**config.mk**
```make
export PLATFORM = sky130hd
export DESIGN_NAME = rv_regfile
export DESIGN_NICKNAME = d
export VERILOG_FILES = /design/src/hdl/rv_pkg.sv /design/src/hdl/rv_regfile.sv
export SDC_FILE = /design/constraint.sdc
export NUM_CORES = 2
export LEC_CHECK = 0
export BUFFER_PORTS_ARGS = -buffer_cell sky130_fd_sc_hd__buf_2
export CORE_ASPECT_RATIO = 1.5
export CORE_UTILIZATION = 55
export DETAILED_ROUTE_END_ITERATION = 10
export PLACE_DENSITY = 0.78
export SKIP_CTS_REPAIR_TIMING = 1
export SYNTH_ARGS = -nofsm -noshare
export SYNTH_HDL_FRONTEND = slang
export SYNTH_SLANG_ARGS = --single-unit
```
**constraint.sdc**
```tcl
create_clock -name clk -period 3.77 [get_ports clk]
set_clock_uncertainty 0.05 [all_clocks]
set_input_delay 0.754 -clock clk [delete_from_list [all_inputs] [get_ports clk]]
set_output_delay 0.754 -clock clk [all_outputs]
set_load 0.05 [all_outputs]
```
**src/hdl/rv_pkg.sv**
```systemverilog
`default_nettype none

package rv_pkg;

  localparam int xlen = 32;
  localparam int reg_addr_w = 5;

  // Major opcodes
  localparam logic [6:0] op_load = 7'b0000011;
  localparam logic [6:0] op_store = 7'b0100011;
  localparam logic [6:0] op_branch = 7'b1100011;
  localparam logic [6:0] op_jalr = 7'b1100111;
  localparam logic [6:0] op_jal = 7'b1101111;
  localparam logic [6:0] op_misc_mem = 7'b0001111;
  localparam logic [6:0] op_reg_imm = 7'b0010011;
  localparam logic [6:0] op_reg_reg = 7'b0110011;
  localparam logic [6:0] op_system = 7'b1110011;
  localparam logic [6:0] op_auipc = 7'b0010111;
  localparam logic [6:0] op_lui = 7'b0110111;

  // Selects SUB and SRA/SRAI
  localparam logic [6:0] f7_alt = 7'b0100000;

  localparam int alu_op_w = 4;
  localparam logic [alu_op_w-1:0] alu_add = 4'd0;
  localparam logic [alu_op_w-1:0] alu_sub = 4'd1;
  localparam logic [alu_op_w-1:0] alu_sll = 4'd2;
  localparam logic [alu_op_w-1:0] alu_slt = 4'd3;
  localparam logic [alu_op_w-1:0] alu_sltu = 4'd4;
  localparam logic [alu_op_w-1:0] alu_xor = 4'd5;
  localparam logic [alu_op_w-1:0] alu_srl = 4'd6;
  localparam logic [alu_op_w-1:0] alu_sra = 4'd7;
  localparam logic [alu_op_w-1:0] alu_or = 4'd8;
  localparam logic [alu_op_w-1:0] alu_and = 4'd9;
  localparam logic [alu_op_w-1:0] alu_pass_b = 4'd10;

  // One instruction word seen through each encoding format
  typedef union packed {
    struct packed {
      logic [6:0]            funct7;
      logic [reg_addr_w-1:0] rs2;
      logic [reg_addr_w-1:0] rs1;
      logic [2:0]            funct3;
      logic [reg_addr_w-1:0] rd;
      logic [6:0]            opcode;
    } r_fmt;
    struct packed {
      logic [11:0]           imm;
      logic [reg_addr_w-1:0] rs1;
      logic [2:0]            funct3;
      logic [reg_addr_w-1:0] rd;
      logic [6:0]            opcode;
    } i_fmt;
    // B immediates come from this view too
    struct packed {
      logic [6:0]            imm_hi;
      logic [reg_addr_w-1:0] rs2;
      logic [reg_addr_w-1:0] rs1;
      logic [2:0]            funct3;
      logic [4:0]            imm_lo;
      logic [6:0]            opcode;
    } s_fmt;
    // J immediates come from this view too
    struct packed {
      logic [19:0]           imm;
      logic [reg_addr_w-1:0] rd;
      logic [6:0]            opcode;
    } u_fmt;
  } insn_t;

  typedef struct packed {
    logic [reg_addr_w-1:0] rd;
    logic [reg_addr_w-1:0] rs1;
    logic [reg_addr_w-1:0] rs2;
    logic [xlen-1:0]       imm;
    logic [alu_op_w-1:0]   alu_op;
    logic                  use_imm;
    logic                  use_pc;
    logic                  reg_we;
    logic                  is_load;
    logic                  is_store;
    logic                  is_branch;
    logic                  is_jal;
    logic                  is_jalr;
    logic                  is_halt;
    logic [2:0]            funct3;
  } ctrl_t;

  typedef struct packed {
    logic [xlen-1:0] addr;
    logic [xlen-1:0] data;
    logic [3:0]      strobe;
  } store_t;

endpackage

`default_nettype wire

```
**src/hdl/rv_regfile.sv**
```systemverilog
`default_nettype none

module rv_regfile import rv_pkg::*; (
  input  logic                  clk,
  input  logic                  rst,
  input  logic [reg_addr_w-1:0] i_rs1,
  input  logic [reg_addr_w-1:0] i_rs2,
  input  logic [reg_addr_w-1:0] i_rd,
  input  logic                  i_we,
  input  logic [xlen-1:0]       i_wdata,
  output logic [xlen-1:0]       o_rs1_data,
  output logic [xlen-1:0]       o_rs2_data
);

  logic [xlen-1:0] regs [2**reg_addr_w];

  // Entry 0 is cleared by reset and never written, so x0 reads zero
  assign o_rs1_data = regs[i_rs1];
  assign o_rs2_data = regs[i_rs2];

  always_ff @(posedge clk) begin
    if (rst) begin
      for (int i = 0; i < 2**reg_addr_w; i++) begin
        regs[i] <= '0;
      end
    end else if (i_we && i_rd != '0) begin
      regs[i_rd] <= i_wdata;
    end
  end

endmodule

`default_nettype wire

```
Word-level counts from Yosys, hierarchy flattened:

Memory sizes are Yosys's and may differ from the RTL's.
Index checks and enable logic that the tools add are counted.

* memory bits (writable): 1024
* flip-flop bits (word level): 0
* word-level logic and storage cells: 12
* output and inout bits: 64
* input port bits: 50
* memories: 1

Memories
* regs: depth 32, width 32, rd ports 2, clocked after Yosys merged registers in 0, write ports 32, RTL line rv_regfile.sv:15 `logic [xlen-1:0] regs [2**reg_addr_w];`

* reductions and logical operators: 3
* muxes and demuxes: 8

Operators by type and width (number)
* $mux W32: 1
* $reduce_or A32 Y1: 1
* $mux W1: 6
* $mux W5: 1
* $reduce_bool A5 Y1: 1
* $logic_and A1 B1 Y1: 1

Depth between registers and ports, before layout:

* depth after elaboration: 7
* gate-level depth with buffers: 8
* gate-level depth less buffers: 5

Worst setup path before layout:

No wires, ideal clock.

* path kind: input-to-output
* from: input i_rs1[1]
* to: output o_rs1_data[25]
* buffers on the path: 4
* stages on the path: 8
* setup slack: 735 ps
* data required time: 2966 ps
* arrival time: 2231 ps
* cell sequence: buf_2 -> buf_4 -> buf_4 -> buf_6 -> mux2i_1 -> a22oi_1 -> a31oi_1 -> nand3_1

* word-level cells in the longest chain between the ends: 1

RTL lines
* start: declaration: RTL line rv_regfile.sv:6 `input logic [reg_addr_w-1:0] i_rs1,`
* $mem_v2 Z32 W32
* end: declaration: RTL line rv_regfile.sv:11 `output logic [xlen-1:0] o_rs1_data,`

Every way passes these cells.

Final worst setup path:

* from: input i_rs1[1]
* to: output o_rs1_data[5]

Same word-level chain as after synthesis.

==> metrics.cfg <==
[status]
status=complete, no violations

[pwr]
internal-power_w=0.01947
vdd_drop_max_mv=0.4671
switching_share_pct=26.90
static-leakage-power_nw=24.42
clkPwrFrac_pct=35.4
seq_power_share_pct=50.7
p_sw_w=0.007164
pwr-share-comb_pct=13.9
power_density_nw_per_um2=430.0

[synthesis]
yosysSeqAreaShare_pct=55.01
netlist_area_sq_um=55900
yosys_warnings=0
ys_ff_latch=1024
syn_inst=4605
postSynthAreaPerCell_sq_um=12.14
synth_cell_types=29

[worst_setup_path]
endpoint_kind=primary output
crit_chain=buf_8 -> buf_12 -> buf_4 -> mux2i_1 -> a22o_1 -> nor3_1 -> a31oi_1 -> nand3_1 -> buf_2
cp_slowest_cell=a31oi_1
crit_family=buffers and inverters
critPathMaxStageDelay_ps=370
cp_num_buf_inv=4
path_class=in -> out
worstPathRequired_ps=2970
cp-start-kind=input pin
crit_cells=9
arrival_ps=2780
critPathMaxFanout=18

[grt]
grt_remaining_overflow=0
grt_use_total_pct=35.07
antenna_found_initial=16
grt_pass1_wl_mm=261.6
grt_pass1_vias=40070
grt_max_degree=57

[placement]
gp_congestion=0.8952
postPlaceCellArea_sq_um=58970
portBuffers=113
hpwlAfterDp_mm=108.9

[clock_tree]
clk_path_buf_depth=3
cts_tree=done
clk_pin_slew_ps=70
numCtsBuffers=96
cts-root-buf=clkbuf_16
htree_levels=3
cts.sinks=1024

[timing]
max_slew_margin_pct=40.90
final.min_clock_period_ps=3583
slew_violations=0
fmax_mhz=279.1
setup_viol=0
finalSetupTns_ps=0
min_period_over_period_pct=95.05
tightestPinTransition_ps=886.5
holdWs_ps=521.4
rsz0062_at_grt=false
hold_violations=0

[floorplan]
pin_count=114
start_util_pct=55.68
num_rows=142
core_area_sq_um=100400
die_w_um=262.3
die_height_um=392.4
dieArea_sq_um=102900

[layout]
biggestRegsByFlops=regs x1024
final_cell_mix=mux2i_1 (1024), edfxtp_1 (1024), and2_1 (992)
regMostFlops=regs
finalNetCount=4670
final_area_sq_um=61940
area_growth_pct=10.81
largest_register_ffs=1024
drive_gt1_share_pct=11.64

[detailed_routing]
via_per_inst=6.702
wirelength_mm=183.9
vias=40220
drc_errors=0
wl_per_cell_um=30.64
dr.pass1.iters=6
ant_nets=0
drt-initial-drc-count=4944

[job]
cap_viol_max_count=0

[hold_path]
holdPathStages=2
hold_path_class=in -> reg

==> cells by family after synthesis <==
logic type	count (synthesis)	synth area share, %
multiplexers	1024	18.34
flip-flops	1024	55.01
AND/OR/NAND/NOR	1534	15.73
buffers and inverters	446	3.899
other	1	0.006709
AO/OA/AOI/OAI	576	7.020
==> metal layers <==
metal / track usage (%) / wire length (um) / part of all wire (%)
met1: 40.14 / 61970 / 34
met2: 57.54 / 86940 / 47
met3: 8.083 / 20160 / 11
met4: 26.52 / 14780 / 8.0
met5: 0 / 63 / 0.034
==> per-stage QoR <==
stage | util, % | power, W | cells | setup WS (ps)
finish | 61.70 | 0.02664 | 6002 | 186.8
global route | 61.68 | 0.02720 | 5995 | 218.5
floorplan | - | 0.01594 | 4636 | 734.7
detailed placement | 58.75 | 0.01733 | 5818 | 273.1
global placement | 58.75 | 0.01724 | 5818 | 240.2
CTS | 61.68 | 0.02655 | 5995 | 275.6
==> final cells by class <==
class                           count  area [sq um]
Fill cell                        7534         38450
Timing Repair Buffer              332          3291
Multi-Input combinational cell   3166         23310
Clock inverter                     56         387.9
Tap cell                         1296          1622
Clock buffer                      121          2560
Antenna cell                        7         17.52
Sequential cell                  1024         30750
==> synthesized netlist by cell type, drive strengths merged <==
library cell	instances	area share (%)
a22o	128	2.0
conb	1	0.0067
edfxtp	1024	55
nand3b	4	0.060
nand2b	5	0.056
buf	212	2.3
nand2	196	1.3
and2	994	11
nor2	35	0.36
mux2i	1024	18
clkbuf	234	1.6
a22oi	192	2.6
or3b	2	0.040
a31oi	64	0.72
or2	33	0.37
or3	2	0.022
nor3	64	0.57
a21oi	192	1.7
nor2b	5	0.056
nand3	194	1.7
==> power by group through the flow <==
stage	sequential, W	clock (W)	combinational [W]
detailed placement	0.0137	0	0.00362
floorplan	0.0136	0	0.00233
global route	0.0135	0.00983	0.00382
finish	0.0135	0.00944	0.00370
CTS	0.0135	0.00945	0.00363
global placement	0.0137	0	0.00357
==> final timing paths <==
| kind | from | endpoint | slack (ps) |
|---|---|---|---|
| setup / recovery | i_rs1[1] | o_rs1_data[5] | 190 |
| hold / removal | rst | regs[0][7]$_SDFFCE_PN0P_ | 520 |
(Power assumes the default switching activity.)
