### config.mk
export PLATFORM = sky130hd
export DESIGN_NAME = rv_pc_unit
export DESIGN_NICKNAME = d
export VERILOG_FILES = /design/src/hdl/rv_pkg.sv /design/src/hdl/rv_pc_unit.sv
export SDC_FILE = /design/constraint.sdc
export NUM_CORES = 1
export LEC_CHECK = 0
export ABC_AREA = 1
export BUFFER_PORTS_ARGS = -buffer_cell sky130_fd_sc_hd__buf_2
export CAP_MARGIN = 20
export CORE_UTILIZATION = 61
export CTS_CLUSTER_DIAMETER = 120
export CTS_CLUSTER_SIZE = 24
export DETAILED_ROUTE_END_ITERATION = 8
export PLACE_DENSITY = 0.86
export SKIP_LAST_GASP = 1
export SYNTH_ARGS = -nofsm -noshare
export SYNTH_HDL_FRONTEND = slang
export SYNTH_SLANG_ARGS = --single-unit
export TNS_END_PERCENT = 1
### constraint.sdc
create_clock -name clk -period 5.8 [get_ports clk]
set_clock_uncertainty 0.1 [all_clocks]
set_input_delay 0.87 -clock clk [delete_from_list [all_inputs] [get_ports clk]]
set_output_delay 0.87 -clock clk [all_outputs]
set_load 0.01 [all_outputs]
### src/hdl/rv_pkg.sv
`default_nettype none

package rv_pkg;

  localparam int xlen = 32;
  localparam int reg_addr_w = 5;

  // Major opcodes
  localparam logic [6:0] op_load = 7'b0000011;
  localparam logic [6:0] op_store = 7'b0100011;
  localparam logic [6:0] op_branch = 7'b1100011;
  localparam logic [6:0] op_jalr = 7'b1100111;
  localparam logic [6:0] op_jal = 7'b1101111;
  localparam logic [6:0] op_misc_mem = 7'b0001111;
  localparam logic [6:0] op_reg_imm = 7'b0010011;
  localparam logic [6:0] op_reg_reg = 7'b0110011;
  localparam logic [6:0] op_system = 7'b1110011;
  localparam logic [6:0] op_auipc = 7'b0010111;
  localparam logic [6:0] op_lui = 7'b0110111;

  // Selects SUB and SRA/SRAI
  localparam logic [6:0] f7_alt = 7'b0100000;

  localparam int alu_op_w = 4;
  localparam logic [alu_op_w-1:0] alu_add = 4'd0;
  localparam logic [alu_op_w-1:0] alu_sub = 4'd1;
  localparam logic [alu_op_w-1:0] alu_sll = 4'd2;
  localparam logic [alu_op_w-1:0] alu_slt = 4'd3;
  localparam logic [alu_op_w-1:0] alu_sltu = 4'd4;
  localparam logic [alu_op_w-1:0] alu_xor = 4'd5;
  localparam logic [alu_op_w-1:0] alu_srl = 4'd6;
  localparam logic [alu_op_w-1:0] alu_sra = 4'd7;
  localparam logic [alu_op_w-1:0] alu_or = 4'd8;
  localparam logic [alu_op_w-1:0] alu_and = 4'd9;
  localparam logic [alu_op_w-1:0] alu_pass_b = 4'd10;

  // One instruction word seen through each encoding format
  typedef union packed {
    struct packed {
      logic [6:0]            funct7;
      logic [reg_addr_w-1:0] rs2;
      logic [reg_addr_w-1:0] rs1;
      logic [2:0]            funct3;
      logic [reg_addr_w-1:0] rd;
      logic [6:0]            opcode;
    } r_fmt;
    struct packed {
      logic [11:0]           imm;
      logic [reg_addr_w-1:0] rs1;
      logic [2:0]            funct3;
      logic [reg_addr_w-1:0] rd;
      logic [6:0]            opcode;
    } i_fmt;
    // B immediates come from this view too
    struct packed {
      logic [6:0]            imm_hi;
      logic [reg_addr_w-1:0] rs2;
      logic [reg_addr_w-1:0] rs1;
      logic [2:0]            funct3;
      logic [4:0]            imm_lo;
      logic [6:0]            opcode;
    } s_fmt;
    // J immediates come from this view too
    struct packed {
      logic [19:0]           imm;
      logic [reg_addr_w-1:0] rd;
      logic [6:0]            opcode;
    } u_fmt;
  } insn_t;

  typedef struct packed {
    logic [reg_addr_w-1:0] rd;
    logic [reg_addr_w-1:0] rs1;
    logic [reg_addr_w-1:0] rs2;
    logic [xlen-1:0]       imm;
    logic [alu_op_w-1:0]   alu_op;
    logic                  use_imm;
    logic                  use_pc;
    logic                  reg_we;
    logic                  is_load;
    logic                  is_store;
    logic                  is_branch;
    logic                  is_jal;
    logic                  is_jalr;
    logic                  is_halt;
    logic [2:0]            funct3;
  } ctrl_t;

  typedef struct packed {
    logic [xlen-1:0] addr;
    logic [xlen-1:0] data;
    logic [3:0]      strobe;
  } store_t;

endpackage

`default_nettype wire

### src/hdl/rv_pc_unit.sv
`default_nettype none

module rv_pc_unit import rv_pkg::*; (
  input  logic            clk,
  input  logic            rst,
  input  ctrl_t           i_ctrl,
  input  logic            i_cond,
  input  logic [xlen-1:0] i_rs1_data,
  output logic [xlen-1:0] o_pc,
  output logic [xlen-1:0] o_pc_plus4
);

  logic [xlen-1:0] pc_q, pc_next, jalr_sum;

  assign o_pc = pc_q;
  assign o_pc_plus4 = pc_q + xlen'(4);
  assign jalr_sum = i_rs1_data + i_ctrl.imm;

  always_comb begin
    if (i_ctrl.is_halt) begin
      pc_next = pc_q;
    end else if (i_ctrl.is_jal || (i_ctrl.is_branch && i_cond)) begin
      pc_next = pc_q + i_ctrl.imm;
    end else if (i_ctrl.is_jalr) begin
      // Keep fetch word aligned
      pc_next = {jalr_sum[xlen-1:2], 2'b00};
    end else begin
      pc_next = o_pc_plus4;
    end
  end

  always_ff @(posedge clk) begin
    if (rst) begin
      pc_q <= '0;
    end else begin
      pc_q <= pc_next;
    end
  end

endmodule

`default_nettype wire

# ---- After elaboration in Yosys (flattened, before gate mapping)
# Cells that the tools add are included.
dict set report classes {
  n_reduce_logical 2
  addsub 3
  eq_ne 0
  shift 0
  bitwise_logic 0
  n_lt_le_gt_ge 0
  n_div 0
  multipliers 0
  muxes 2
}
# op n
set ops {}
lappend ops {{32-bit adder} 2}
lappend ops {{32-bit 2-to-1 mux} 2}
lappend ops {{32-bit by 3-bit adder with 32-bit output, second input constant} 1}
lappend ops {{1-bit logical AND} 1}
lappend ops {{1-bit logical OR} 1}
dict set report totals {
  latchBits 0
  romBits 0
  n_memories 0
  ram_bits 0
  ff_bits 32
  in_bits 98
  output_inout_bits 64
}

# ---- Logic depth before layout (Yosys ltp)
dict set report depth {
  depth_word 3
  depth_mapped 17
}

# ---- Worst setup path before layout
# Ideal clock, no wire load.
dict set report synth_path {
  kind {input to register}
  start {input port i_ctrl[16] (netlist bit)}
  end {register pc_q[20], in the netlist o_pc[20]}
  t_arrival_ps 2343
  path_buffers 0
  setup_ps 70
  path_slack_ps 3287
  path_stages 13
  path_cell_list {ha_1 > fa_1 > nand3_1 > nand3_1 > nand3_1 > nand3_1 > nand2_1 > nand2_1 > nand2_1 > nand2_1 > o21ai_0 > inv_1 > a21oi_1}
}
dict set report synth_between {
  elab_chain_cells 3
  elab_cells_between_ends 4
  classes_between {add/sub: 2; mux: 2}
}
# item line
set synth_lines {}
lappend synth_lines {{from (decl)} rv_pc_unit.sv:6} ;# input ctrl_t i_ctrl,
lappend synth_lines {{32-bit adder} rv_pc_unit.sv:17} ;# assign jalr_sum = i_rs1_data + i_ctrl.imm;
lappend synth_lines {{32-bit 2-to-1 mux} rv_pc_unit.sv:24} ;# end else if (i_ctrl.is_jalr) begin
lappend synth_lines {{32-bit 2-to-1 mux (*)} rv_pc_unit.sv:22} ;# end else if (i_ctrl.is_jal || (i_ctrl.is_branch && i_cond)) begin
lappend synth_lines {{to (signal assigned)} rv_pc_unit.sv:36} ;# pc_q <= pc_next;
lappend synth_lines {{to (decl)} rv_pc_unit.sv:13} ;# logic [xlen-1:0] pc_q, pc_next, jalr_sum;
# Mark *: on every way between the ends. The rest lies on a longest branch, timed or not.
# A chain may end at the register's enable or synchronous reset.

# ---- Worst setup path after layout
dict set report layout_path {
  start {register pc_q[3], in the netlist o_pc[3]}
  end {output port o_pc_plus4[14]}
}
dict set report layout_between {
  elab_chain_cells 1
}
# item line
set layout_lines {}
lappend layout_lines {{32-bit by 3-bit adder with 32-bit output} rv_pc_unit.sv:16} ;# assign o_pc_plus4 = pc_q + xlen'(4);
lappend layout_lines {{to (decl)} rv_pc_unit.sv:10} ;# output logic [xlen-1:0] o_pc_plus4
# No other way between the ends.

==> impl_metrics.csv <==
group,metric,value,unit
clock_network,cts_resized,0,
yosys,synthCells,1419,
global_route,grtUsageTotal,40.36,%
sta,setup_viol,0,
clock_network,cts_root_buf,"clkbuf_16",
worst_setup_path,critical_path_class,"reg -> out",
finish,n_antenna_cell,0,
sta,period_share,57.47,%
yosys,ys_seq_area_share,8.886,%
power_and_ir_drop,pwr-share-seq,21.2,%
worst_setup_path,crit_start,"o_pc[3]",
clock_network,clock_sinks,32,
route,drcViolationCount,0,
worst_setup_path,r2r-start,"o_pc[3]",
route,avgRoutedWirePerCell,14.89,µm
power_and_ir_drop,powerDensity,167.1,nW/µm²
global_route,antenna_found_initial,0,
worst_setup_path,worst-r2r-cell-count,10,
finish,synthToLayoutAreaGrowth,13.05,%
sta,finalHoldViolCount,0,
floorplanning,core_area,11470,µm²
placement,place_congestion,0.9559,
floorplanning,io_pins,162,
clock_network,cts_buffer_depth,2,
route,num_vias,9263,
finish,instances_no_fill,1685,
power_and_ir_drop,swShare,47.86,%
global_route,grt_pass1_wl,39640,µm
worst_setup_path,worst_setup_path_end_kind,"primary output",
worst_setup_path,path_max_fanout,5,
worst_setup_path,r2r_end,"o_pc[14]",
worst_setup_path,critPathArrivalTime,2360,ps
clock_network,holdBufCountCts,0,
clock_network,h-tree-depth,2,
worst_hold_path,hp-class,"reg -> reg",
finish,design_area,8150,µm²
clock_network,cts_buffers,5,
yosys,ys_dominant_reg_cell,"dfxtp_1",
clock_network,postCtsSetupBuffers,0,
sta,worst_hold_slack,398.6,ps
clock_network,cts.clk_slew.worst_paths,60,ps
outcome,outcome,"finished clean",
yosys,syn_area,7209,µm²
clock_network,cts_tree,"built",
finish,drive_gt1_share,10.89,%
finish,multi_input_area,5415,µm²
floorplanning,start_util,62.87,%
floorplanning,dieWidth,110.7,µm
floorplanning,rows,39,
power_and_ir_drop,internal_power,709.9,µW
yosys,synthArstFlopShare,0,%
placement,port_buffers,134,
finish,regArea,640.6,µm²
sta,max_freq,300.0,MHz
sta,maxSlewHeadroom,42.20,%
finish,fin_util,71.07,%
yosys,yosys_register_bits,32,
placement,dp_cells,1677,
placement,dp_hpwl,21000,µm
power_and_ir_drop,clkPwrFrac,22.4,%
worst_setup_path,crit_end,"o_pc_plus4[14]",
route,vias_per_cell,5.497,
route,drt_first_pass_iters,8,
power_and_ir_drop,p_switching,651.6,µW
route,drt_iter0_drc,985,
yosys,yosysWarnings,0,
worst_setup_path,rrSetupSlack,3350,ps
yosys,synth_edf_count,0,
power_and_ir_drop,irDropWorstVdd,0.0001133,V
worst_setup_path,required,4830,ps
floorplanning,die_h,110.7,µm
sta,rsz0062_at_grt,"false",
global_route,grt_pass1_vias,8084,
yosys,synth_cell_types,43,
sta,fin_setup_tns,0,ps
route,ant_nets,0,
flow_run,maxCapViolations,0,
global_route,overflow,0,
route,drt_wl_total,25090,µm
finish,largest_reg_flops,32,
power_and_ir_drop,power_frac_comb,56.3,%
yosys,synth_fp_nets,1580,
finish,fill_cells,1157,
power_and_ir_drop,leakage,5.090,nW
placement,placed_area,7983,µm²
worst_setup_path,cp-start-kind,"flop",
global_route,grt_start_max_net_pins,52,
finish,nets,1702,
sta,slew_viol_final,0,
floorplanning,die_area,12260,µm²
sta,worst_pin_slew,861.7,ps
yosys,syn_avg_cell_area,5.081,µm²
clock_network,clock_latency,290,ps
sta,period_needed,3333,ps
power groups by stage:
stage	clock network, mW	logic [mW]	registers (mW)
finish	0.306	0.767	0.289
CTS	0.305	0.750	0.285
detailed placement	0	0.746	0.290
floorplan	0	0.516	0.286
global route	0.312	0.857	0.291
global placement	0	0.732	0.290
cell families (layout without fill, tap and decap cells):
family / after synthesis / in the layout / share of synthesized area, %
compound gates: 166 / 166 / 12.41
xor+xnor: 28 / 28 / 3.402
fa+ha+maj: 63 / 63 / 11.04
buf+inv: 304 / 427 / 16.00
flops: 32 / 32 / 8.886
simple gates: 826 / 826 / 48.26
per-stage QoR:
step | setup WS, ps | power, mW
after floorplan | 3287 | 0.8023
after global placement | 2708 | 1.022
after detailed placement | 2655 | 1.036
after CTS | 2625 | 1.340
after global routing | 2456 | 1.460
final | 2467 | 1.362
cells in the mapped netlist (2+ instances only):
| cell type | number | share of area (%) |
|---|---|---|
| o21ai_1 | 6 | 0.42 |
| nor2_4 | 3 | 0.47 |
| or2_2 | 6 | 0.52 |
| o211ai_1 | 3 | 0.31 |
| xor2_1 | 19 | 2.3 |
| a21oi_1 | 79 | 5.5 |
| nor3_1 | 16 | 1.1 |
| nand2_2 | 3 | 0.26 |
| clkbuf_1 | 14 | 0.73 |
| or2_1 | 2 | 0.17 |
| and2_1 | 2 | 0.17 |
| o21bai_1 | 12 | 1.2 |
| a31oi_1 | 6 | 0.52 |
| dfxtp_1 | 32 | 8.9 |
| nor4_1 | 6 | 0.52 |
| buf_4 | 2 | 0.21 |
| nor2_2 | 2 | 0.17 |
| xnor2_1 | 9 | 1.1 |
| nor3_2 | 3 | 0.42 |
| buf_2 | 4 | 0.28 |
| nand4_1 | 15 | 1.3 |
| nor2_1 | 104 | 5.4 |
| a21oi_2 | 2 | 0.24 |
| nand3_1 | 107 | 7.4 |
| ha_1 | 62 | 11 |
| nand2_1 | 537 | 28 |
| o21ai_0 | 54 | 3.7 |
| inv_1 | 281 | 15 |
| nand3b_1 | 14 | 1.5 |
area by class of cell:
cell class / count / area share [%]
multi-input cells: 1083 / 66.44
inverters: 283 / 13.03
repair buffers: 136 / 8.413
flip-flops and latches: 32 / 7.860
well taps: 143 / 2.195
clock buffers: 5 / 1.535
clock inverters: 3 / 0.5220
worst min-delay path by stage:
| stage | to | depth (start not counted) | startpoint | slack (ps) |
|---|---|---|---|---|
| after floorplan | o_pc[0] | 2 | o_pc[0] | 410 |
| after global placement | o_pc[0] | 2 | o_pc[0] | 390 |
| after detailed placement | o_pc[0] | 2 | o_pc[0] | 390 |
| after CTS | o_pc[0] | 2 | o_pc[0] | 400 |
| after global routing | o_pc[0] | 2 | o_pc[0] | 440 |
| final | o_pc[0] | 2 | o_pc[0] | 400 |
worst max-delay path: stages (launching register included):
cell and delay, ps:
dfxtp_1 440, ha_1 310, nand2_1 100, nor2_1 290, inv_1 70, nor2_1 260
xor2_1 390, buf_2 210
placed cells by master (no fill, tap or decap), types with 14 or more instances in the layout:
cell type,n
nor3_1,16
inv_1,281
nand4_1,15
nand3_1,107
dfxtp_1,32
buf_2,134
nand2_1,537
xor2_1,19
a21oi_1,79
ha_1,62
o21ai_0,54
nor2_1,104
nand3b_1,14
layer usage:
metal / track usage [%] / up-vias / share of wire, %
met1: 54.89 / 4020 / 41
li1: - / 4669 / -
met4: 15.73 / 0 / 4.4
met5: 0 / - / 0
met2: 66.00 / 487 / 44
met3: 3.390 / 87 / 11
Power figures use the tool's default switching activity.
