===== src/hdl/rv_pkg.sv =====
`default_nettype none

package rv_pkg;

  localparam int xlen = 32;
  localparam int reg_addr_w = 5;

  // Major opcodes
  localparam logic [6:0] op_load = 7'b0000011;
  localparam logic [6:0] op_store = 7'b0100011;
  localparam logic [6:0] op_branch = 7'b1100011;
  localparam logic [6:0] op_jalr = 7'b1100111;
  localparam logic [6:0] op_jal = 7'b1101111;
  localparam logic [6:0] op_misc_mem = 7'b0001111;
  localparam logic [6:0] op_reg_imm = 7'b0010011;
  localparam logic [6:0] op_reg_reg = 7'b0110011;
  localparam logic [6:0] op_system = 7'b1110011;
  localparam logic [6:0] op_auipc = 7'b0010111;
  localparam logic [6:0] op_lui = 7'b0110111;

  // Selects SUB and SRA/SRAI
  localparam logic [6:0] f7_alt = 7'b0100000;

  localparam int alu_op_w = 4;
  localparam logic [alu_op_w-1:0] alu_add = 4'd0;
  localparam logic [alu_op_w-1:0] alu_sub = 4'd1;
  localparam logic [alu_op_w-1:0] alu_sll = 4'd2;
  localparam logic [alu_op_w-1:0] alu_slt = 4'd3;
  localparam logic [alu_op_w-1:0] alu_sltu = 4'd4;
  localparam logic [alu_op_w-1:0] alu_xor = 4'd5;
  localparam logic [alu_op_w-1:0] alu_srl = 4'd6;
  localparam logic [alu_op_w-1:0] alu_sra = 4'd7;
  localparam logic [alu_op_w-1:0] alu_or = 4'd8;
  localparam logic [alu_op_w-1:0] alu_and = 4'd9;
  localparam logic [alu_op_w-1:0] alu_pass_b = 4'd10;

  // One instruction word seen through each encoding format
  typedef union packed {
    struct packed {
      logic [6:0]            funct7;
      logic [reg_addr_w-1:0] rs2;
      logic [reg_addr_w-1:0] rs1;
      logic [2:0]            funct3;
      logic [reg_addr_w-1:0] rd;
      logic [6:0]            opcode;
    } r_fmt;
    struct packed {
      logic [11:0]           imm;
      logic [reg_addr_w-1:0] rs1;
      logic [2:0]            funct3;
      logic [reg_addr_w-1:0] rd;
      logic [6:0]            opcode;
    } i_fmt;
    // B immediates come from this view too
    struct packed {
      logic [6:0]            imm_hi;
      logic [reg_addr_w-1:0] rs2;
      logic [reg_addr_w-1:0] rs1;
      logic [2:0]            funct3;
      logic [4:0]            imm_lo;
      logic [6:0]            opcode;
    } s_fmt;
    // J immediates come from this view too
    struct packed {
      logic [19:0]           imm;
      logic [reg_addr_w-1:0] rd;
      logic [6:0]            opcode;
    } u_fmt;
  } insn_t;

  typedef struct packed {
    logic [reg_addr_w-1:0] rd;
    logic [reg_addr_w-1:0] rs1;
    logic [reg_addr_w-1:0] rs2;
    logic [xlen-1:0]       imm;
    logic [alu_op_w-1:0]   alu_op;
    logic                  use_imm;
    logic                  use_pc;
    logic                  reg_we;
    logic                  is_load;
    logic                  is_store;
    logic                  is_branch;
    logic                  is_jal;
    logic                  is_jalr;
    logic                  is_halt;
    logic [2:0]            funct3;
  } ctrl_t;

  typedef struct packed {
    logic [xlen-1:0] addr;
    logic [xlen-1:0] data;
    logic [3:0]      strobe;
  } store_t;

endpackage

`default_nettype wire


===== src/hdl/rv_alu.sv =====
`default_nettype none

module rv_alu import rv_pkg::*; (
  input  logic [alu_op_w-1:0] i_op,
  input  logic [xlen-1:0]     i_a,
  input  logic [xlen-1:0]     i_b,
  input  logic [2:0]          i_funct3,
  output logic [xlen-1:0]     o_result,
  output logic                o_cond
);

  logic lt_s, lt_u, eq;

  // Comparisons shared by SLT/SLTU and the branches
  assign lt_s = $signed(i_a) < $signed(i_b);
  assign lt_u = i_a < i_b;
  assign eq = i_a == i_b;

  always_comb begin
    case (i_op)
      alu_add: o_result = i_a + i_b;
      alu_sub: o_result = i_a - i_b;
      alu_sll: o_result = i_a << i_b[4:0];
      alu_slt: o_result = {{(xlen-1){1'b0}}, lt_s};
      alu_sltu: o_result = {{(xlen-1){1'b0}}, lt_u};
      alu_xor: o_result = i_a ^ i_b;
      alu_srl: o_result = i_a >> i_b[4:0];
      alu_sra: o_result = $signed(i_a) >>> i_b[4:0];
      alu_or: o_result = i_a | i_b;
      alu_and: o_result = i_a & i_b;
      alu_pass_b: o_result = i_b;
      default: o_result = '0;
    endcase
  end

  // Branch condition by funct3
  always_comb begin
    case (i_funct3)
      3'b000: o_cond = eq;
      3'b001: o_cond = !eq;
      3'b100: o_cond = lt_s;
      3'b101: o_cond = !lt_s;
      3'b110: o_cond = lt_u;
      3'b111: o_cond = !lt_u;
      default: o_cond = 1'b0;
    endcase
  end

endmodule

`default_nettype wire


===== config.mk =====
export PLATFORM = sky130hd
export DESIGN_NAME = rv_alu
export DESIGN_NICKNAME = d
export VERILOG_FILES = /design/src/hdl/rv_pkg.sv /design/src/hdl/rv_alu.sv
export SDC_FILE = /design/constraint.sdc
export NUM_CORES = 1
export LEC_CHECK = 0
export BUFFER_PORTS_ARGS = -buffer_cell sky130_fd_sc_hd__buf_2
export CAP_MARGIN = 10
export CORE_MARGIN = 2
export CORE_UTILIZATION = 38
export DETAILED_ROUTE_END_ITERATION = 7
export PLACE_DENSITY = 0.63
export SYNTH_ARGS = -nofsm -noshare
export SYNTH_HDL_FRONTEND = slang
export SYNTH_SLANG_ARGS = --single-unit

===== constraint.sdc =====
create_clock -name vclk -period 10.55
set_input_delay 1.5825 -clock vclk [all_inputs]
set_output_delay 1.5825 -clock vclk [all_outputs]
set_load 0.03 [all_outputs]

# Word-level counts from Yosys, hierarchy flattened
# Index checks and enable logic that the tools add are counted.
[totals]
regBits = 0
latch_bits = 0
ramBits = 0
mem_bits_ro = 0
inputBits = 71
output_inout_bits = 33
elab_cells = 33
mem_count = 0
[classes]
addsub = 2
multipliers = 0
div_mod_pow = 0
order_cmp = 2
n_eq_ne = 16
n_shift = 3
mux = 2
n_bitwise = 3
n_reduce_logical = 5
[op_table]
columns = ["operator", "n"]
rows = [
  ["32-bit one-hot mux with 11 select lines", 1],
  ["32-bit < comparator", 2],
  ["32-bit adder", 1],
  ["32-bit bitwise AND", 1],
  ["32-bit equality test", 1],
  ["32-bit bitwise OR", 1],
  ["32-bit by 5-bit << shifter with 32-bit output", 1],
  ["32-bit by 5-bit right shift with 32-bit output", 1],
  ["32-bit by 5-bit >>> shifter with 32-bit output", 1],
  ["32-bit subtractor", 1],
  ["32-bit XOR", 1],
  ["4-bit by 3-bit equality test with 1-bit output (second input constant)", 4],
  ["3-bit equality test (second input constant)", 4],
  ["4-bit equality test (second input constant)", 3],
  ["4-bit by 2-bit equality test with 1-bit output (second input constant)", 2],
  ["1-bit one-hot mux with 6 select lines", 1],
  ["4-bit by 1-bit equality test with 1-bit output (second input constant)", 1],
  ["4-bit logical NOT", 1],
  ["3-bit by 1-bit equality test with 1-bit output (second input constant)", 1],
  ["1-bit logical NOT", 3],
  ["3-bit logical NOT", 1],
]

# Longest topological paths before layout
# Gate-level depths: netlist of the first run.
[logic_depth]
word_depth = 3
ltp_mapped = 16
depth_no_buf = 12

# Worst setup path after synthesis of the first run
# No wires, ideal clock.
[synth_path]
kind = "input-to-output"
start = "input i_b[2]"
end = "output o_result[28]"
arrival_time_ps = 5656
t_required_ps = 8968
slack_ps = 3312
stages = 15
n_path_buf = 5
cell_sequence = "buf_2 inv_1 buf_2 buf_1 buf_1 ha_1 buf_6 nor2b_1 o31a_1 o21ai_2 o21ai_1 a311o_1 a41oi_2 nor3_1 o41ai_1"
[synth_via]
elab_chain_cells = 2
word_cells_on_any_way = 6
classes_between = "add/sub: 2; shift: 3; mux: 1"
[synth_rtl]
columns = ["element", "line_no", "source"]
rows = [
  ["start, declared", "rv_alu.sv:6", "input logic [xlen-1:0] i_b,"],
  ["32-bit subtractor, or another cell as far along", "rv_alu.sv:22", "alu_sub: o_result = i_a - i_b;"],
  ["32-bit one-hot mux with 11 select lines (*)", "rv_alu.sv:20", "case (i_op)"],
  ["end, declared", "rv_alu.sv:8", "output logic [xlen-1:0] o_result,"],
]
# Every way passes the cells marked *; elsewhere a longest branch is shown, timed or not.

# Final worst setup path of the first run
[layout_path]
start = "input i_b[2]"
end = "output o_result[31]"
# The elaborated chain is that of the path after synthesis.

==> results of run 1 <==
## cell type report
cell class                      instances  area [sq um]
Antenna cell                            1          2.50
Fill cell                            2509         13700
Inverter                               97           367
Multi-Input combinational cell       1122          8330
Tap cell                              319           399
Timing Repair Buffer                  121           651
## per-stage QoR
| stage | setup WS (ns) | std cells | hold slack (ns) |
|---|---|---|---|
| 6_report | 3.23 | 1660 | 3.56 |
| 5_1_grt | 2.97 | 1659 | 3.58 |
| 4_1_cts | 3.34 | 1659 | 3.55 |
| 3_5_place_dp | 3.36 | 1659 | 3.55 |
| 3_3_place_gp | 3.37 | 1659 | 3.53 |
| 2_1_floorplan | 3.31 | 1325 | 3.40 |
## cell usage after synthesis, drive strengths merged, types with 13 or more instances
library cell  number
a211oi            29
ha                99
o22ai             22
o21ai             99
nand2            135
a31oi             13
and2              13
nand3             23
o211ai            23
o21bai            16
clkbuf            61
nand4             13
a221oi            19
nor3              32
a22oi             18
nor2             135
mux4              45
buf               45
a221o             17
a21oi            103
mux2i             51
inv               95
a21o              24
## cell usage in the layout (no fill, tap or decap), types with 4 or more instances in the layout
cell / count
a221oi_1: 19
nand4_1: 13
nand3_1: 23
ha_1: 99
a211o_1: 9
a31oi_1: 13
buf_4: 18
o22ai_1: 22
a21o_1: 23
o21bai_1: 16
o31a_1: 5
buf_2: 103
xnor2_1: 7
a211oi_1: 27
nor2b_1: 9
o211a_1: 4
or3_1: 6
mux2_2: 5
and3_1: 11
o211ai_1: 23
nand2b_1: 12
nor3_1: 32
mux4_2: 45
o2111ai_1: 12
nor4_1: 11
o21ai_0: 95
o221ai_1: 12
nor2_1: 135
o31ai_1: 8
a221o_1: 17
a311oi_1: 4
a22oi_1: 18
inv_1: 93
nand2_1: 135
a2111oi_0: 6
a21oi_1: 103
mux2i_1: 51
and2_1: 13
o21a_1: 7
## worst max-delay path: stages
cell and delay, ns:
buf_2 0.07, buf_4 0.48, inv_1 0.08, buf_4 0.32, ha_1 0.50, nand3_1 0.15, a21oi_1 0.21, o31ai_1 0.18
o311ai_2 0.47, a31oi_1 0.30, or4b_2 0.74, a21oi_1 0.15, o21ai_0 0.08, a21oi_1 0.16, buf_2 0.22
## cell families after synthesis
| logic type | count (synthesis) | share of synthesized area |
|---|---|---|
| mux | 101 | 0.174 |
| xor+xnor | 8 | 0.00770 |
| buf+inv | 203 | 0.0914 |
| simple gates | 425 | 0.218 |
| fa+ha+maj | 101 | 0.140 |
| compound gates | 487 | 0.369 |
## how the worst min path moves through the flow
stage,from,endpoint,cells past startpoint
after detailed placement,i_funct3[2],o_cond,3
after CTS,i_funct3[2],o_cond,3
after floorplan,i_funct3[2],o_cond,1
after global placement,i_funct3[2],o_cond,3
after global routing,i_funct3[2],o_cond,3
final,i_funct3[2],o_cond,3
## layer usage
metal,track usage,part of all wire,vias up
met1,0.468,0.43,5509
met2,0.487,0.42,728
met5,0,0,-
met4,0.0805,0.030,0
li1,-,-,5047
met3,0.0658,0.12,87
## power by group through the flow
stage / Clock, mW / Combinational, mW / Sequential, mW
4_1_cts: 0 / 0.566 / 0
3_3_place_gp: 0 / 0.562 / 0
3_5_place_dp: 0 / 0.563 / 0
5_1_grt: 0 / 0.622 / 0
6_report: 0.000000000689 / 0.584 / 0
2_1_floorplan: 0 / 0.386 / 0
==> flow_summary_export.csv, run 1 <==
group,metric,value,unit
worst_setup_path,cp.required,8.97,ns
worst_setup_path,critPathCaptureType,"output port",
final_layout,utilization,0.415,
yosys,synth.largest_area_cell,"ha_1",
floorplanning,fp.dieArea,25200,sq um
power,seqPwrFrac,0,
power,ir_drop,29.2,uV
min_path,hold_path.class,"input pin to output port",
yosys,yosysTopAreaCellShare,0.136,
yosys,synth_cells,1325,
worst_setup_path,crit_path_max_fanout,57,
clocking,cts_resized,0,
grt,antenna_found_initial,2,
place,place_congestion,1.08,
grt,overflow,0,
grt,grt_pass1_wl,64.4,mm
yosys,synth.distinct_cells,87,
floorplanning,start_util,0.388,
floorplanning,die_h,159,microns
grt,grt_pass1_vias,10386,
power,p_int,0.195,mW
clocking,postCtsSetupBuffers,0,
worst_setup_path,cp.arrival,5.74,ns
routing,drt_iter0_drc,1530,
job,cap_violations,0,
place,placed_area,9750,sq um
yosys,ys_seq_area_frac,0,
power,leakagePower,4.29,nW
timing,rsz0062_at_grt,"no",
outcome,status,"finished clean",
timing,slew_violations,0,
place,hpwl,32.8,mm
floorplanning,fp.dieW,159,microns
yosys,yosys_warnings,0,
floorplanning,core_area,23500,sq um
clocking,cts_hold_buf,0,
grt,track_usage,0.323,
power,p_comb_frac,1.000,
power,netSwitchingPower,0.389,mW
worst_setup_path,path_class,"input pin to output port",
worst_setup_path,cp-startpoint,"i_b[2]",
worst_setup_path,crit_path_start_kind,"input pin",
floorplanning,ioPinCount,104,
final_layout,seq_cells,0,
power,netSwitchingFraction,0.666,
final_layout,seq_area,0,sq um
yosys,netlist_area,9100,sq um
yosys,synth_area_leaders,"ha_1, mux4_2, a21oi_1, mux2i_1, nand2_1",
power,power,0.584,mW
timing,min_period,7.32,ns
timing,tightestPinTransition,0.905,ns
power,p_clk_frac,0,
grt,grt_max_degree,61,
power,pwr_density_cell,59.9,nW/um^2
routing,drt-total-wl,42.9,mm
timing,tns,0,ns
routing,dr.pass1.iters,6,
final_layout,design_area,9750,sq um
routing,wl_per_cell,25.8,microns
routing,ant_nets,0,
final_layout,drive_gt1_frac,0.149,
yosys,syn-num-nets,1497,
worst_setup_path,endpoint,"o_result[31]",
timing,max_freq,137,MHz
routing,vias_per_cell,6.85,
routing,dr_total_vias,11371,
timing,hold_violations,0,
timing,relSlewSlack,0.397,
routing,route.detailed.drc,0,
final_layout,nClkBuffers,0,
final_layout,area_delta_synth_final,7.08,%
floorplanning,num_rows,56,
yosys,postSynthAreaPerCell,6.87,sq um
timing,setup_viol,0,
final_layout,fin_nets,1514,
place,io_buffers,104,
timing,fin_crit_sh,0.694,
No activity file was read; power rests on OpenSTA's default activity.
==> run 2: changes to the inputs <==
==> constraint.sdc (replaced) <==
create_clock -name vclk -period 7.3
set_input_delay 1.095 -clock vclk [all_inputs]
set_output_delay 1.095 -clock vclk [all_outputs]
set_load 0.03 [all_outputs]
==> flow_summary_export.csv, run 2 (synthesis results as in run 1) <==
group,metric,value,unit
timing,setup_viol,0,
timing,tns,0,ns
final_layout,antennaDiodeCount,0,
grt,antenna_found_initial,2,
grt,grt_pass1_vias,10464,
final_layout,fin_nets,1516,
min_path,hold_path.class,"input pin to output port",
routing,dr.pass1.iters,5,
min_path,holdPathStages,3,
floorplanning,fp.dieW,159,microns
grt,track_usage,0.328,
routing,drt-total-wl,43.5,mm
timing,rsz0062_at_grt,"no",
floorplanning,core_area,23500,sq um
place,io_buffers,104,
grt,grt_pass1_wl,65.5,mm
min_path,whs_endpoint,"o_cond",
power,pwr_density_cell,86.6,nW/um^2
place,hpwl,33.6,mm
worst_setup_path,cp.arrival,5.05,ns
worst_setup_path,crit_path_start_kind,"input pin",
timing,tightestPinTransition,1.05,ns
worst_setup_path,cp.required,6.20,ns
place,place_inst,1661,
final_layout,area_delta_synth_final,7.21,%
routing,drt_iter0_drc,1571,
timing,relSlewSlack,0.291,
outcome,status,"finished clean",
worst_setup_path,crit_path_max_fanout,32,
final_layout,layoutNonFillerInstCount,1661,
timing,slew_violations,0,
clocking,postCtsSetupBuffers,0,
final_layout,multi_input_area,8330,sq um
final_layout,num-fill-cells,2561,
job,cap_violations,0,
routing,vias_per_cell,6.81,
power,leakagePower,4.30,nW
floorplanning,start_util,0.388,
clocking,cts_resized,0,
timing,hold_ws,2.56,ns
final_layout,seq_cells,0,
routing,wl_per_cell,26.2,microns
floorplanning,die_h,159,microns
clocking,cts_hold_buf,0,
place,preCtsSetupSlack,1.23,ns
routing,ant_nets,0,
routing,route.detailed.drc,0,
final_layout,drive_gt1_frac,0.150,
timing,fin_crit_sh,0.842,
grt,grt_max_degree,64,
routing,dr_total_vias,11314,
timing,hold_violations,0,
min_path,worstHoldStart,"i_funct3[2]",
timing,min_period,6.15,ns
final_layout,nClkBuffers,0,
power,ir_drop,42.7,uV
timing,max_freq,163,MHz
place,place_congestion,0.999,
worst_setup_path,critPathCaptureType,"output port",
floorplanning,fp.dieArea,25200,sq um
floorplanning,ioPinCount,104,
final_layout,final_cell_mix,"nor2_1, nand2_1, a21oi_1, buf_2, ha_1",
floorplanning,num_rows,56,
final_layout,seq_area,0,sq um
grt,overflow,0,
worst_setup_path,path_class,"input pin to output port",
timing,setup_ws,1.15,ns
[run 2: area by class of cell]
| cell class | count | area share |
|---|---|---|
| inverters | 97 | 0.0376 |
| multi-input cells | 1122 | 0.853 |
| well taps | 319 | 0.0409 |
| repair buffers | 123 | 0.0682 |
[run 2: worst max-delay path: stages]
cell	delay (ns)
buf_4	0.36
clkinv_1	0.44
ha_1	0.49
nand3_1	0.13
a21oi_1	0.22
o31ai_1	0.19
o311ai_2	0.46
a31oi_1	0.29
or4b_2	0.74
a211oi_1	0.23
o21a_1	0.16
a21oi_1	0.04
buf_2	0.18
[run 2: metrics by stage]
step                power [mW]   util  instance area, sq um
floorplan                0.558      -                  9100
global placement         0.815  0.416                  9760
detailed placement       0.817  0.416                  9760
CTS                      0.821  0.416                  9760
global route             0.898  0.416                  9760
finish                   0.845  0.416                  9760
[run 2: layer usage]
| layer | up-vias | track usage | wire length [microns] |
|---|---|---|---|
| li1 | 5047 | - | - |
| met4 | 2 | 0.0730 | 1220 |
| met1 | 5424 | 0.488 | 18700 |
| met3 | 86 | 0.0418 | 4860 |
| met2 | 755 | 0.499 | 18700 |
| met5 | - | 0 | 8 |
[run 2: report_power, final]
group	leakage (nW)	switching (mW)	internal [mW]
registers	0	0	0
clock network	0	0	0
logic	4.30	0.561	0.284
[run 2: how the worst max path moves through the flow]
| stage | start | end | slack [ns] | depth (start not counted) |
|---|---|---|---|---|
| 2_1_floorplan | i_b[2] | o_result[28] | 1.04 | 15 |
| 3_3_place_gp | i_b[1] | o_result[31] | 1.26 | 13 |
| 5_1_grt | i_b[1] | o_result[31] | 0.97 | 13 |
| 4_1_cts | i_b[1] | o_result[31] | 1.22 | 13 |
| 3_5_place_dp | i_b[1] | o_result[31] | 1.23 | 13 |
| 6_report | i_b[1] | o_result[31] | 1.15 | 13 |
